===== src/hw/memory_game_pkg.sv =====
`default_nettype none

package memory_game_pkg;

    localparam int NUM_TILES    = 16;
    localparam int NUM_IMAGES   = 8;
    localparam int TILE_W       = 160;
    localparam int TILE_H       = 120;
    localparam int PAIRS_TO_WIN = 8;
    localparam int DEBOUNCE_LEN = 7;

    // 640x480 at one pixel per clk
    localparam int H_ACTIVE = 640;
    localparam int H_FRONT  = 16;
    localparam int H_SYNC   = 96;
    localparam int H_TOTAL  = 800;
    localparam int V_ACTIVE = 480;
    localparam int V_FRONT  = 10;
    localparam int V_SYNC   = 2;
    localparam int V_TOTAL  = 525;

    typedef logic [3:0]  tile_idx_t;
    typedef logic [11:0] rgb_t;
    typedef logic [7:0]  scan_code_t;

    typedef enum logic [1:0] {
        INIT   = 2'd0,
        SHOW   = 2'd1,
        GAME   = 2'd2,
        FINISH = 2'd3
    } game_state_t;

    // Keys 1 2 3 4 / Q W E R / A S D F / Z X C V
    localparam scan_code_t TILE_KEYS [NUM_TILES] = '{
        8'h16, 8'h1E, 8'h26, 8'h25,
        8'h15, 8'h1D, 8'h24, 8'h2D,
        8'h1C, 8'h1B, 8'h23, 8'h2B,
        8'h1A, 8'h22, 8'h21, 8'h2A
    };

    localparam scan_code_t KEY_SHIFT = 8'h12;
    localparam scan_code_t KEY_ENTER = 8'h5A;

    // One flat colour per image, red in the top nibble
    localparam rgb_t PALETTE [NUM_IMAGES] = '{
        12'hF00, 12'h0F0, 12'h00F, 12'hFF0,
        12'h0FF, 12'hF0F, 12'hF80, 12'h8CF
    };

    localparam logic [NUM_TILES-1:0] INIT_FLIP_MASK = 16'h000D;

endpackage

`default_nettype wire


===== src/hw/button_pulse.sv =====
`timescale 1ns/1ps
`default_nettype none

module button_pulse import memory_game_pkg::*; #(
    parameter int DEBOUNCE_LEN = memory_game_pkg::DEBOUNCE_LEN
) (
    input  wire  clk,
    input  wire  rst,
    input  wire  btn_i,
    output logic press_o
);

    logic [DEBOUNCE_LEN-1:0] samples;
    logic                    level;
    logic                    level_q;

    // Pressed only once every sample in the window is high
    assign level = &samples;

    always_ff @(posedge clk or posedge rst) begin
        if (rst) begin
            samples <= '0;
            level_q <= 1'b0;
            press_o <= 1'b0;
        end else begin
            samples <= {samples[DEBOUNCE_LEN-2:0], btn_i};
            level_q <= level;
            press_o <= level && !level_q;
        end
    end

endmodule

`default_nettype wire


===== src/hw/key_receiver.sv =====
`timescale 1ns/1ps
`default_nettype none

module key_receiver import memory_game_pkg::*; (
    input  wire             clk,
    input  wire             rst,
    input  wire             req_i,
    input  wire scan_code_t code_i,
    output logic            ack_o,
    output logic            tile_evt_o,
    output tile_idx_t       tile_o,
    output logic            shift_evt_o,
    output logic            enter_evt_o
);

    logic      req_s;
    logic      take;
    logic      hit_tile;
    tile_idx_t hit_idx;

    // New request seen and not yet answered
    assign take = req_s && !ack_o;

    always_comb begin
        hit_tile = 1'b0;
        hit_idx  = '0;
        for (int i = 0; i < NUM_TILES; i++) begin
            if (code_i == TILE_KEYS[i]) begin
                hit_tile = 1'b1;
                hit_idx  = tile_idx_t'(i);
            end
        end
    end

    always_ff @(posedge clk or posedge rst) begin
        if (rst) begin
            req_s       <= 1'b0;
            ack_o       <= 1'b0;
            tile_evt_o  <= 1'b0;
            shift_evt_o <= 1'b0;
            enter_evt_o <= 1'b0;
        end else begin
            req_s       <= req_i;
            ack_o       <= req_s;
            tile_evt_o  <= take && hit_tile;
            shift_evt_o <= take && (code_i == KEY_SHIFT);
            enter_evt_o <= take && (code_i == KEY_ENTER);
        end
    end

    always_ff @(posedge clk) begin
        if (take) begin
            tile_o <= hit_idx;
        end
    end

endmodule

`default_nettype wire


===== src/hw/game_control.sv =====
`timescale 1ns/1ps
`default_nettype none

module game_control import memory_game_pkg::*; (
    input  wire                  clk,
    input  wire                  rst,
    input  wire                  start_i,
    input  wire                  hint_i,
    input  wire                  tile_evt_i,
    input  wire tile_idx_t       tile_i,
    input  wire                  shift_evt_i,
    input  wire                  enter_evt_i,
    input  wire [NUM_TILES-1:0]  flip_i,
    input  wire [NUM_TILES-1:0]  matched_i,
    output logic                 tile_reset_o,
    output logic                 reveal_all_o,
    output logic                 hide_unmatched_o,
    output logic [NUM_TILES-1:0] reveal_o,
    output logic [NUM_TILES-1:0] toggle_flip_o,
    output logic [NUM_TILES-1:0] set_matched_o,
    output logic                 pass_o
);

    game_state_t state;
    game_state_t state_nxt;
    logic        pend_valid;
    tile_idx_t   pend_tile;
    logic        shift_armed;
    logic [3:0]  match_cnt;

    logic play_tile;
    logic first_key;
    logic second_key;
    logic pair_match;

    assign play_tile  = (state == GAME) && tile_evt_i;
    assign first_key  = play_tile && !shift_armed && !pend_valid;
    assign second_key = play_tile && !shift_armed && pend_valid;

    // Same image, same orientation, both still open
    assign pair_match = (tile_i != pend_tile)
                     && ((tile_i % NUM_IMAGES) == (pend_tile % NUM_IMAGES))
                     && (flip_i[tile_i] == flip_i[pend_tile])
                     && !matched_i[tile_i] && !matched_i[pend_tile];

    assign pass_o = (state == FINISH);

    always_comb begin
        state_nxt = state;
        case (state)
            INIT:    if (start_i) state_nxt = SHOW;
            SHOW:    if (start_i) state_nxt = GAME;
            GAME:    if (match_cnt == 4'(PAIRS_TO_WIN)) state_nxt = FINISH;
            FINISH:  if (start_i) state_nxt = INIT;
            default: state_nxt = INIT;
        endcase
    end

    always_comb begin
        // Leaving SHOW resets the tiles, which hides them all
        tile_reset_o     = (state == INIT) || ((state == SHOW) && start_i);
        reveal_all_o     = (state == SHOW) || (state == FINISH) || ((state == GAME) && hint_i);
        hide_unmatched_o = (state == GAME) && enter_evt_i;
        reveal_o         = '0;
        toggle_flip_o    = '0;
        set_matched_o    = '0;
        if (play_tile) begin
            reveal_o[tile_i] = 1'b1;
        end
        if (play_tile && shift_armed) begin
            toggle_flip_o[tile_i] = 1'b1;
        end
        if (second_key && pair_match) begin
            set_matched_o[tile_i]    = 1'b1;
            set_matched_o[pend_tile] = 1'b1;
        end
    end

    always_ff @(posedge clk or posedge rst) begin
        if (rst) begin
            state       <= INIT;
            pend_valid  <= 1'b0;
            shift_armed <= 1'b0;
            match_cnt   <= '0;
        end else begin
            state <= state_nxt;
            if (state != GAME) begin
                pend_valid  <= 1'b0;
                shift_armed <= 1'b0;
                match_cnt   <= '0;
            end else begin
                if (shift_evt_i) begin
                    shift_armed <= 1'b1;
                end else if (play_tile) begin
                    shift_armed <= 1'b0;
                end
                if (first_key) begin
                    pend_valid <= 1'b1;
                end else if (second_key) begin
                    pend_valid <= 1'b0;
                end
                if (second_key && pair_match) begin
                    match_cnt <= match_cnt + 4'd1;
                end
            end
        end
    end

    always_ff @(posedge clk) begin
        if (first_key) begin
            pend_tile <= tile_i;
        end
    end

endmodule

`default_nettype wire


===== src/hw/tile_cell.sv =====
`timescale 1ns/1ps
`default_nettype none

module tile_cell import memory_game_pkg::*; #(
    parameter int TILE_ID = 0
) (
    input  wire  clk,
    input  wire  rst,
    input  wire  tile_reset_i,
    input  wire  reveal_all_i,
    input  wire  hide_unmatched_i,
    input  wire  reveal_i,
    input  wire  toggle_flip_i,
    input  wire  set_matched_i,
    output logic flip_o,
    output logic matched_o,
    output rgb_t color_o
);

    logic shown;

    // Tiles i and i+8 share an image
    assign color_o = shown ? PALETTE[TILE_ID % NUM_IMAGES] : '0;

    always_ff @(posedge clk or posedge rst) begin
        if (rst) begin
            shown     <= 1'b0;
            flip_o    <= INIT_FLIP_MASK[TILE_ID];
            matched_o <= 1'b0;
        end else if (tile_reset_i) begin
            shown     <= 1'b0;
            flip_o    <= INIT_FLIP_MASK[TILE_ID];
            matched_o <= 1'b0;
        end else begin
            if (toggle_flip_i) begin
                flip_o <= !flip_o;
            end
            if (set_matched_i) begin
                matched_o <= 1'b1;
            end
            if (reveal_all_i || reveal_i) begin
                shown <= 1'b1;
            end else if (hide_unmatched_i && !matched_o) begin
                shown <= 1'b0;
            end
        end
    end

endmodule

`default_nettype wire


===== src/hw/vga_timing.sv =====
`timescale 1ns/1ps
`default_nettype none

module vga_timing import memory_game_pkg::*; #(
    parameter int H_ACTIVE = memory_game_pkg::H_ACTIVE,
    parameter int H_FRONT  = memory_game_pkg::H_FRONT,
    parameter int H_SYNC   = memory_game_pkg::H_SYNC,
    parameter int H_TOTAL  = memory_game_pkg::H_TOTAL,
    parameter int V_ACTIVE = memory_game_pkg::V_ACTIVE,
    parameter int V_FRONT  = memory_game_pkg::V_FRONT,
    parameter int V_SYNC   = memory_game_pkg::V_SYNC,
    parameter int V_TOTAL  = memory_game_pkg::V_TOTAL
) (
    input  wire        clk,
    input  wire        rst,
    output logic [9:0] h_cnt_o,
    output logic [9:0] v_cnt_o,
    output logic       active_o,
    output logic       hsync_o,
    output logic       vsync_o
);

    logic line_end;

    assign line_end = (h_cnt_o == 10'(H_TOTAL - 1));
    assign active_o = (h_cnt_o < 10'(H_ACTIVE)) && (v_cnt_o < 10'(V_ACTIVE));

    always_ff @(posedge clk or posedge rst) begin
        if (rst) begin
            h_cnt_o <= '0;
            v_cnt_o <= '0;
        end else begin
            h_cnt_o <= line_end ? 10'd0 : h_cnt_o + 10'd1;
            if (line_end) begin
                v_cnt_o <= (v_cnt_o == 10'(V_TOTAL - 1)) ? 10'd0 : v_cnt_o + 10'd1;
            end
        end
    end

    // Syncs lag the counters by one cycle
    always_ff @(posedge clk or posedge rst) begin
        if (rst) begin
            hsync_o <= 1'b1;
            vsync_o <= 1'b1;
        end else begin
            hsync_o <= !((h_cnt_o >= 10'(H_ACTIVE + H_FRONT - 1))
                      && (h_cnt_o < 10'(H_ACTIVE + H_FRONT + H_SYNC - 1)));
            vsync_o <= !((v_cnt_o >= 10'(V_ACTIVE + V_FRONT - 1))
                      && (v_cnt_o < 10'(V_ACTIVE + V_FRONT + V_SYNC - 1)));
        end
    end

endmodule

`default_nettype wire


===== src/hw/tile_video.sv =====
`timescale 1ns/1ps
`default_nettype none

module tile_video import memory_game_pkg::*; (
    input  wire [9:0] h_cnt_i,
    input  wire [9:0] v_cnt_i,
    input  wire       active_i,
    input  wire rgb_t tile_color_i [NUM_TILES],
    output logic [3:0] vga_r_o,
    output logic [3:0] vga_g_o,
    output logic [3:0] vga_b_o
);

    logic [1:0] col;
    logic [1:0] row;
    tile_idx_t  tile_sel;
    rgb_t       pixel;

    assign col = 2'(h_cnt_i / TILE_W);
    assign row = 2'(v_cnt_i / TILE_H);

    // row * 4 + col
    assign tile_sel = {row, col};

    // Blanking outside the visible area
    assign pixel = active_i ? tile_color_i[tile_sel] : '0;

    assign vga_r_o = pixel[11:8];
    assign vga_g_o = pixel[7:4];
    assign vga_b_o = pixel[3:0];

endmodule

`default_nettype wire


===== src/hw/memory_game_top.sv =====
`timescale 1ns/1ps
`default_nettype none

module memory_game_top import memory_game_pkg::*; #(
    parameter int H_ACTIVE     = memory_game_pkg::H_ACTIVE,
    parameter int H_FRONT      = memory_game_pkg::H_FRONT,
    parameter int H_SYNC       = memory_game_pkg::H_SYNC,
    parameter int H_TOTAL      = memory_game_pkg::H_TOTAL,
    parameter int V_ACTIVE     = memory_game_pkg::V_ACTIVE,
    parameter int V_FRONT      = memory_game_pkg::V_FRONT,
    parameter int V_SYNC       = memory_game_pkg::V_SYNC,
    parameter int V_TOTAL      = memory_game_pkg::V_TOTAL,
    parameter int DEBOUNCE_LEN = memory_game_pkg::DEBOUNCE_LEN
) (
    input  wire             clk,
    input  wire             rst,
    input  wire             start_i,
    input  wire             hint_i,
    input  wire             key_req_i,
    input  wire scan_code_t key_code_i,
    output wire             key_ack_o,
    output wire [3:0]       vga_r_o,
    output wire [3:0]       vga_g_o,
    output wire [3:0]       vga_b_o,
    output wire             hsync_o,
    output wire             vsync_o,
    output wire             pass_o
);

    logic start_press;
    logic hint_press;

    logic      tile_evt;
    tile_idx_t tile;
    logic      shift_evt;
    logic      enter_evt;

    logic                 tile_reset;
    logic                 reveal_all;
    logic                 hide_unmatched;
    logic [NUM_TILES-1:0] reveal;
    logic [NUM_TILES-1:0] toggle_flip;
    logic [NUM_TILES-1:0] set_matched;
    logic [NUM_TILES-1:0] flip;
    logic [NUM_TILES-1:0] matched;
    rgb_t                 tile_color [NUM_TILES];

    logic [9:0] h_cnt;
    logic [9:0] v_cnt;
    logic       active;

    button_pulse #(.DEBOUNCE_LEN(DEBOUNCE_LEN)) i_start_btn (
        .clk     (clk),
        .rst     (rst),
        .btn_i   (start_i),
        .press_o (start_press)
    );

    button_pulse #(.DEBOUNCE_LEN(DEBOUNCE_LEN)) i_hint_btn (
        .clk     (clk),
        .rst     (rst),
        .btn_i   (hint_i),
        .press_o (hint_press)
    );

    key_receiver i_key_rx (
        .clk         (clk),
        .rst         (rst),
        .req_i       (key_req_i),
        .code_i      (key_code_i),
        .ack_o       (key_ack_o),
        .tile_evt_o  (tile_evt),
        .tile_o      (tile),
        .shift_evt_o (shift_evt),
        .enter_evt_o (enter_evt)
    );

    game_control i_ctrl (
        .clk              (clk),
        .rst              (rst),
        .start_i          (start_press),
        .hint_i           (hint_press),
        .tile_evt_i       (tile_evt),
        .tile_i           (tile),
        .shift_evt_i      (shift_evt),
        .enter_evt_i      (enter_evt),
        .flip_i           (flip),
        .matched_i        (matched),
        .tile_reset_o     (tile_reset),
        .reveal_all_o     (reveal_all),
        .hide_unmatched_o (hide_unmatched),
        .reveal_o         (reveal),
        .toggle_flip_o    (toggle_flip),
        .set_matched_o    (set_matched),
        .pass_o           (pass_o)
    );

    for (genvar i = 0; i < NUM_TILES; i++) begin : g_tile
        tile_cell #(.TILE_ID(i)) i_tile (
            .clk              (clk),
            .rst              (rst),
            .tile_reset_i     (tile_reset),
            .reveal_all_i     (reveal_all),
            .hide_unmatched_i (hide_unmatched),
            .reveal_i         (reveal[i]),
            .toggle_flip_i    (toggle_flip[i]),
            .set_matched_i    (set_matched[i]),
            .flip_o           (flip[i]),
            .matched_o        (matched[i]),
            .color_o          (tile_color[i])
        );
    end

    vga_timing #(
        .H_ACTIVE (H_ACTIVE),
        .H_FRONT  (H_FRONT),
        .H_SYNC   (H_SYNC),
        .H_TOTAL  (H_TOTAL),
        .V_ACTIVE (V_ACTIVE),
        .V_FRONT  (V_FRONT),
        .V_SYNC   (V_SYNC),
        .V_TOTAL  (V_TOTAL)
    ) i_timing (
        .clk      (clk),
        .rst      (rst),
        .h_cnt_o  (h_cnt),
        .v_cnt_o  (v_cnt),
        .active_o (active),
        .hsync_o  (hsync_o),
        .vsync_o  (vsync_o)
    );

    tile_video i_video (
        .h_cnt_i      (h_cnt),
        .v_cnt_i      (v_cnt),
        .active_i     (active),
        .tile_color_i (tile_color),
        .vga_r_o      (vga_r_o),
        .vga_g_o      (vga_g_o),
        .vga_b_o      (vga_b_o)
    );

endmodule

`default_nettype wire


===== config.mk =====
export PLATFORM = sky130hd
export DESIGN_NAME = memory_game_top
export DESIGN_NICKNAME = d
export VERILOG_FILES = /design/src/hw/memory_game_pkg.sv /design/src/hw/button_pulse.sv /design/src/hw/key_receiver.sv /design/src/hw/game_control.sv /design/src/hw/tile_cell.sv /design/src/hw/vga_timing.sv /design/src/hw/tile_video.sv /design/src/hw/memory_game_top.sv
export SDC_FILE = /design/constraint.sdc
export NUM_CORES = 1
export LEC_CHECK = 0
export ABC_AREA = 1
export BUFFER_PORTS_ARGS = -buffer_cell sky130_fd_sc_hd__buf_2
export CELL_PAD_IN_SITES_DETAIL_PLACEMENT = 2
export CELL_PAD_IN_SITES_GLOBAL_PLACEMENT = 2
export CORE_ASPECT_RATIO = 1.1
export CORE_MARGIN = 8
export CORE_UTILIZATION = 33
export DETAILED_ROUTE_END_ITERATION = 10
export GPL_TIMING_DRIVEN = 0
export MAX_ROUTING_LAYER = met4
export PLACE_DENSITY_LB_ADDON = 0.2
export RECOVER_POWER = 100
export SYNTH_ARGS = -nofsm -noshare
export SYNTH_HDL_FRONTEND = slang
export SYNTH_SLANG_ARGS = --single-unit

===== constraint.sdc =====
create_clock -name clk -period 2.63 [get_ports clk]
set_input_delay 0.1315 -clock clk [delete_from_list [all_inputs] [get_ports clk]]
set_output_delay 0.1315 -clock clk [all_outputs]
set_load 0.005 [all_outputs]

== After elaboration in Yosys (flattened, before gate mapping) ==
Cells that the tools add are included.

* Order comparisons: 11
* Add/sub/neg operators: 3
* Bitwise gates (word level): 2
* Reductions and logical operators: 158
* Eq/ne operators: 32
* Muxes and demuxes: 192
* Divide/modulo/power cells: 2

{| class="wikitable"
|+ Operators by type and width
! cell !! number
|-
| $mux 12 || 13
|-
| $mux 1 || 142
|-
| $eq 8x6->1 const B || 9
|-
| $reduce_bool 2->1 || 33
|-
| $eq 8x5->1 const B || 8
|-
| $reduce_bool 3->1 || 18
|-
| $bmux 12 s4 || 1
|-
| $mux 16 || 3
|-
| $logic_not 1->1 || 41
|-
| $logic_and 1x1->1 || 40
|-
| $div 10x7->32 const B || 1
|-
| $div 10x8->32 const B || 1
|-
| $mux 8 || 4
|-
| $mux 3 || 8
|-
| $add 10x1->10 const B || 2
|-
| $eq 10x10->1 const B || 2
|-
| $lt 10x10->1 const B || 2
|-
| $lt 10x9->1 const B || 2
|-
| $mux 10 || 2
|-
| $logic_or 1x1->1 || 19
|-
| $bmux 1 s4 || 4
|-
| $mux 2 || 8
|-
| $mux 4 || 4
|-
| $or 16x16->16 || 1
|-
| other kinds (24) || 32
|}

* Flip-flop bits (word level): 109
* Output and inout bits: 16
* Input port bits: 13
* Logic and storage cells: 472

== Logic depth before layout (Yosys ltp) ==
* Depth in word-level cells: 18
* Mapped depth: 20
* Mapped depth without buffers: 18

== By module ==
Synthesis repeated with hierarchy kept, for this count alone.

* Cell total of the unflattened synthesis: 1747
* Area, all modules: 10771.6 sq um

{| class="wikitable"
|+ By module, submodules not included
! module !! cells each !! times used !! area each (sq um) !! sequential area each (sq um)
|-
| tile_cell (g_tile[10].i_tile ...) || 26 || 13 || 216.5 || 75.1
|-
| tile_video || 622 || 1 || 2768.9 || 0.0
|-
| game_control || 407 || 1 || 2042.0 || 320.3
|-
| vga_timing || 167 || 1 || 1325.0 || 553.0
|-
| tile_cell (g_tile[0].i_tile ...) || 27 || 3 || 219.0 || 76.3
|-
| key_receiver || 94 || 1 || 634.4 || 245.2
|-
| button_pulse || 19 || 2 || 265.3 || 225.2
|}

== Worst setup path after synthesis ==
Ideal clock, no wire load.

* Kind: register to output
* Start point: reg i_timing.v_cnt_o[7]
* End point: out vga_r_o[1]
* Data required time: 2.499 ns
* Slack: 0.042 ns
* Arrival time: 2.457 ns
* Cell stages (with the launch flop): 20
* Path buffers: 3
* Path through: dfrtp_1 > buf_4 > nand2_4 > nor2_4 > ha_1 > inv_1 > nand4_1 > nand2_1 > nand3_2 > nand2_1 > nand2_1 > nor2_2 > nand3_2 > nand3_1 > nand4_2 > buf_4 > nand2_1 > nand3_1 > a21oi_1 > buf_4

* Cells in the longest elaborated chain, start to end: 6
* Elaborated cells on any way between the ends: 8

{| class="wikitable"
|+ Ends and longest elaborated chain
! what !! RTL line !! RTL
|-
| start: declaration || vga_timing.sv:17 || <nowiki>output logic [9:0] v_cnt_o,</nowiki>
|-
| start signal: assignment || vga_timing.sv:35 || <nowiki>v_cnt_o <= (v_cnt_o == 10'(V_TOTAL - 1)) ? 10'd0 : v_cnt_o + 10'd1;</nowiki>
|-
| $div 10x7->32 || tile_video.sv:20 || <nowiki>assign row = 2'(v_cnt_i / TILE_H);</nowiki>
|-
| $not 4->5 (implied by the code) || tile_video.sv:26 || <nowiki>assign pixel = active_i ? tile_color_i[tile_sel] : '0;</nowiki>
|-
| $bmux 12 s4 || tile_video.sv:26 ||
|-
| $mux 12 (implied by the code) (2 in a row) || tile_video.sv:26 ||
|-
| $mux 12 * || tile_video.sv:26 ||
|-
| end: declaration || memory_game_top.sv:22 || <nowiki>output wire [3:0] vga_r_o,</nowiki>
|}

Mark *: on every way between the ends. The rest lies on a longest branch, timed or not. The select of a mux whose other input is x is not followed.

== Worst setup path after layout ==
* Start point: reg i_timing.v_cnt_o[6]
* End point: out vga_g_o[3]

* Cells in the longest elaborated chain, start to end: 6
* Elaborated cells on any way between the ends: 8

{| class="wikitable"
|+ Ends and longest elaborated chain
! what !! RTL line !! RTL
|-
| $div 10x7->32 || tile_video.sv:20 ||
|-
| $not 4->5 (implied by the code) || tile_video.sv:26 ||
|-
| $bmux 12 s4 || tile_video.sv:26 ||
|-
| $mux 12 (implied by the code) (2 in a row) || tile_video.sv:26 ||
|-
| $mux 12 * || tile_video.sv:26 ||
|-
| end: declaration || memory_game_top.sv:23 || <nowiki>output wire [3:0] vga_g_o,</nowiki>
|}

Marks and branches as above.

==> metrics.md <==
| Metric | Value |
|---|---|
| Status | finished, violations left |
| Failing checks | setup timing |
| CTS H-tree depth | 3 |
| Most frequent cells in the layout | inv_1, nand2_1, dfrtp_1 |
| Vias in the first global route | 6904 |
| Sequential power share | 0.425 |
| Overall power | 4.61 mW |
| Antenna Cells | 0 |
| Hold Crit Class | in -> reg |
| Io pins | 29 |
| PwrDens | 588 mW/mm^2 |
| Die area | 0.0244 mm^2 |
| Syn Area/Cell | 7.45 um^2 |
| Switching power share of the total | 0.349 |
| Via/cell ratio | 5.23 |
| WHS | 0.0556 ns |
| Flops & latches, synth | 109 |
| Num CTS Buffers | 9 |
| Port buffer count | 28 |
| Clock share of power | 0.327 |
| Skew-Pair Late Insertion Delay | 0.36 ns |
| Initial core utilization | 0.332 |
| Global-route wire length before repair | 36900 um |
| Final period utilization | 1.17 |
| Root Driver | clkbuf_16 |
| Post-route cell area | 0.00783 mm^2 |
| DRC violations left | 0 |
| Slowest Stage Delay on Critical Path | 0.42 ns |
| Synthesis-to-finish area growth | 20.8% |
| DRT iter0 DRCs | 272 |
| TritonCTS clock tree | yes |
| Die width | 150 um |
| Leak Pwr | 3.40 nW |
| Final setup fails | 42 |
| Fin nets | 964 |
| Register area share after synthesis | 0.428 |
| Pin count of the biggest net entering global routing | 33 |
| Synthesized cell area | 0.00649 mm^2 |
| HPWL Detailed | 17200 um |
| Peak Freq | 0.326 GHz |
| Clock slew at reported path FFs | 0.08 ns |
| Int Pwr | 3.00 mW |
| Combinational Power Share | 0.248 |
| Yosys cell types | 40 |
| Top Family by Delay on Critical Path | simple AND/OR/NAND/NOR gates |
| Crit end category | primary output |
| Cells after DPL | 1154 |
| CP Cell Sequence | nand2_4, nor2_4, ha_4, inv_2, nand4_1, nand2_2, buf_6, nand2_4, o211ai_1, inv_2, nand3_4, nand4_4, buf_6, buf_4, nand2_2, nand3_2, a21oi_2, buf_2 |
| Maximum VDD drop | 307 uV |
| CP required | 2.50 ns |
| DRT Pass-1 Iters | 4 |
| CP Max Fanout | 5 |
| Clock Path Buffers | 2 |
| R2R Setup Slk | -0.39 ns |
| Synth Net Count | 899 |
| Layout cells sized above 1 | 0.191 |
| Final Non-Filler Cells | 1193 |
| WL final | 23000 um |
| Max cap viols | 0 |
| Tmin final | 3.07 ns |
| Initial antenna violation count | 0 |
| Row count | 54 |
| RSZ-0062 raised after global routing | yes |
| Clock Skews | 0.00884 ns |
| Most common cell after layout, fill and taps aside | inv_1 |
| Sw Pwr | 1.61 mW |
| Core area | 0.0195 mm^2 |
| GR Overflow Total | 0 |
| Worst slew margin | 0.157 |
| Die H | 163 um |
| Worst path arrival time | 2.94 ns |
| CP max-delay cell | dfrtp_1 |
| WS Path Type | reg -> out |
| Routability cong. | 0.881 |
| Max Slew Vio Count | 0 |
| Total number of vias | 6240 |
| Antenna-violating nets left | 0 |
| GRT Overall Usage | 0.196 |
| Wirelength per Cell | 19.3 um |
| Synthesized instance count | 871 |
| Worst setup margin | -0.441 ns |
| Yosys warns | 0 |
| Worst Path Buf+Inv | 6 |
| Setup tns final | -11.47 ns |
| CP Launch Type | register |
| Total placed instance area | 0.00701 mm^2 |
| Slew @ Worst Pin | 1.26 ns |
| Hold Violations, Final | 0 |
| Clock sinks | 109 |
==> worst register-to-register path, delay by kind of cell, from the launching register on <==
kind                     cells  cell delay (ns)
AND/OR/NAND/NOR              7             1.18
adder cells (fa/ha/maj)      1             0.16
flip-flops                   1             0.41
AO/OA/AOI/OAI                1             0.15
buffers and inverters        5             1.04
==> Yosys cell counts <==
library cell	count	area [um^2]
a31oi_1	11	68.8
a21oi_1	42	210
dfstp_2	5	131
xor2_1	4	35.0
and3_1	1	6.26
nand2_2	9	56.3
buf_2	6	30.0
and2_1	1	6.26
clkinv_1	3	11.3
a311o_1	1	10.0
nor4_2	2	25.0
ha_1	15	188
edfxtp_1	8	240
dfrtp_1	96	2400
nor2_2	4	25.0
inv_1	141	529
nor4_1	7	43.8
a211oi_1	7	52.6
inv_2	13	48.8
buf_4	9	67.6
nand4_2	1	12.5
o2111ai_1	1	8.76
a21oi_4	1	16.3
nor3_1	49	245
a211o_1	1	8.76
buf_1	2	7.51
nor2_1	88	330
nand3_2	2	20.0
nand2_4	3	33.8
o211ai_1	11	82.6
buf_6	1	11.3
clkbuf_1	9	33.8
o21ai_1	14	70.1
nand3_1	51	255
nand4_1	15	93.8
o21ai_0	59	295
nor2_4	2	22.5
o22ai_1	30	188
nand2_1	142	533
nor3b_1	4	30.0
==> state kept, by name, summed over array words and instances (netlist names), 2 cells and up <==
signal and cells:
g_tile.i_tile.flip_o 16, g_tile.i_tile.matched_o 16, g_tile.i_tile.shown 16, i_ctrl.match_cnt 4, i_ctrl.pend_tile 4, i_ctrl.state 2
i_hint_btn.samples 7, i_key_rx.tile_o 4, i_start_btn.samples 7, i_timing.h_cnt_o 10, i_timing.v_cnt_o 10
==> metrics by stage <==
step	utilization	setup WS, ns
floorplan	-	0.0420
global placement	0.356	-0.285
detailed placement	0.359	-0.407
CTS	0.394	-0.506
global route	0.401	-0.653
finish	0.401	-0.441
==> metal layers <==
layer	global-route usage	wire length (um)	up-vias
met3	0.0230	498	27
met2	0.365	12600	70
met4	0.0523	400	0
met5	-	0	-
met1	0.216	9450	3132
li1	-	-	3011
==> power by group through the flow <==
stage | Clock [mW] | Combinational [mW] | Sequential (mW)
after detailed placement | 0 | 1.09 | 2.00
after global routing | 1.59 | 1.30 | 1.98
final | 1.50 | 1.14 | 1.96
after floorplan | 0 | 0.733 | 1.94
after CTS | 1.53 | 1.15 | 1.97
after global placement | 0 | 1.03 | 1.99
==> cell type report <==
cell class / instances / area (um^2)
Clock buffer: 9 / 225
Fill cell: 2244 / 11700
Timing Repair Buffer: 56 / 398
Sequential cell: 109 / 2780
Inverter: 157 / 617
Buffer: 25 / 151
Tap cell: 252 / 315
Clock inverter: 7 / 100
Multi-Input combinational cell: 578 / 3250
==> cell families after synthesis <==
| family | count (synthesis) | synth area share |
|---|---|---|
| compound gates | 178 | 0.156 |
| xor+xnor | 4 | 0.00540 |
| fa+ha+maj | 15 | 0.0289 |
| buf+inv | 184 | 0.114 |
| flops | 109 | 0.428 |
| simple gates | 381 | 0.268 |
==> worst paths after layout <==
| path | start | endpoint | cells past startpoint |
|---|---|---|---|
| min reg2reg | i_hint_btn.samples[1] | i_hint_btn.samples[2] | 0 |
| max in group asynchronous | rst | g_tile[0].i_tile.flip_o | 5 |
| min | key_code_i[6] | i_key_rx.enter_evt_o | 3 |
| max | i_timing.v_cnt_o[6] | vga_g_o[3] | 18 |
| min in group asynchronous | rst | i_timing.h_cnt_o[2] | 3 |
| max reg2reg | i_ctrl.state[0] | g_tile[6].i_tile.matched_o | 14 |
==> repair_timing <==
item | in CTS | in global routing
hold buffers | 5 | 0
cloned | 1 | 0
hold endpoints to repair | 19 | 0
resized for setup | 59 | 48
endpoints found under the setup margin | 45 | 47
pin swaps | 26 | 21
setup buffers | 9 | 10
Note: power is estimated with default switching activity, not from simulation.
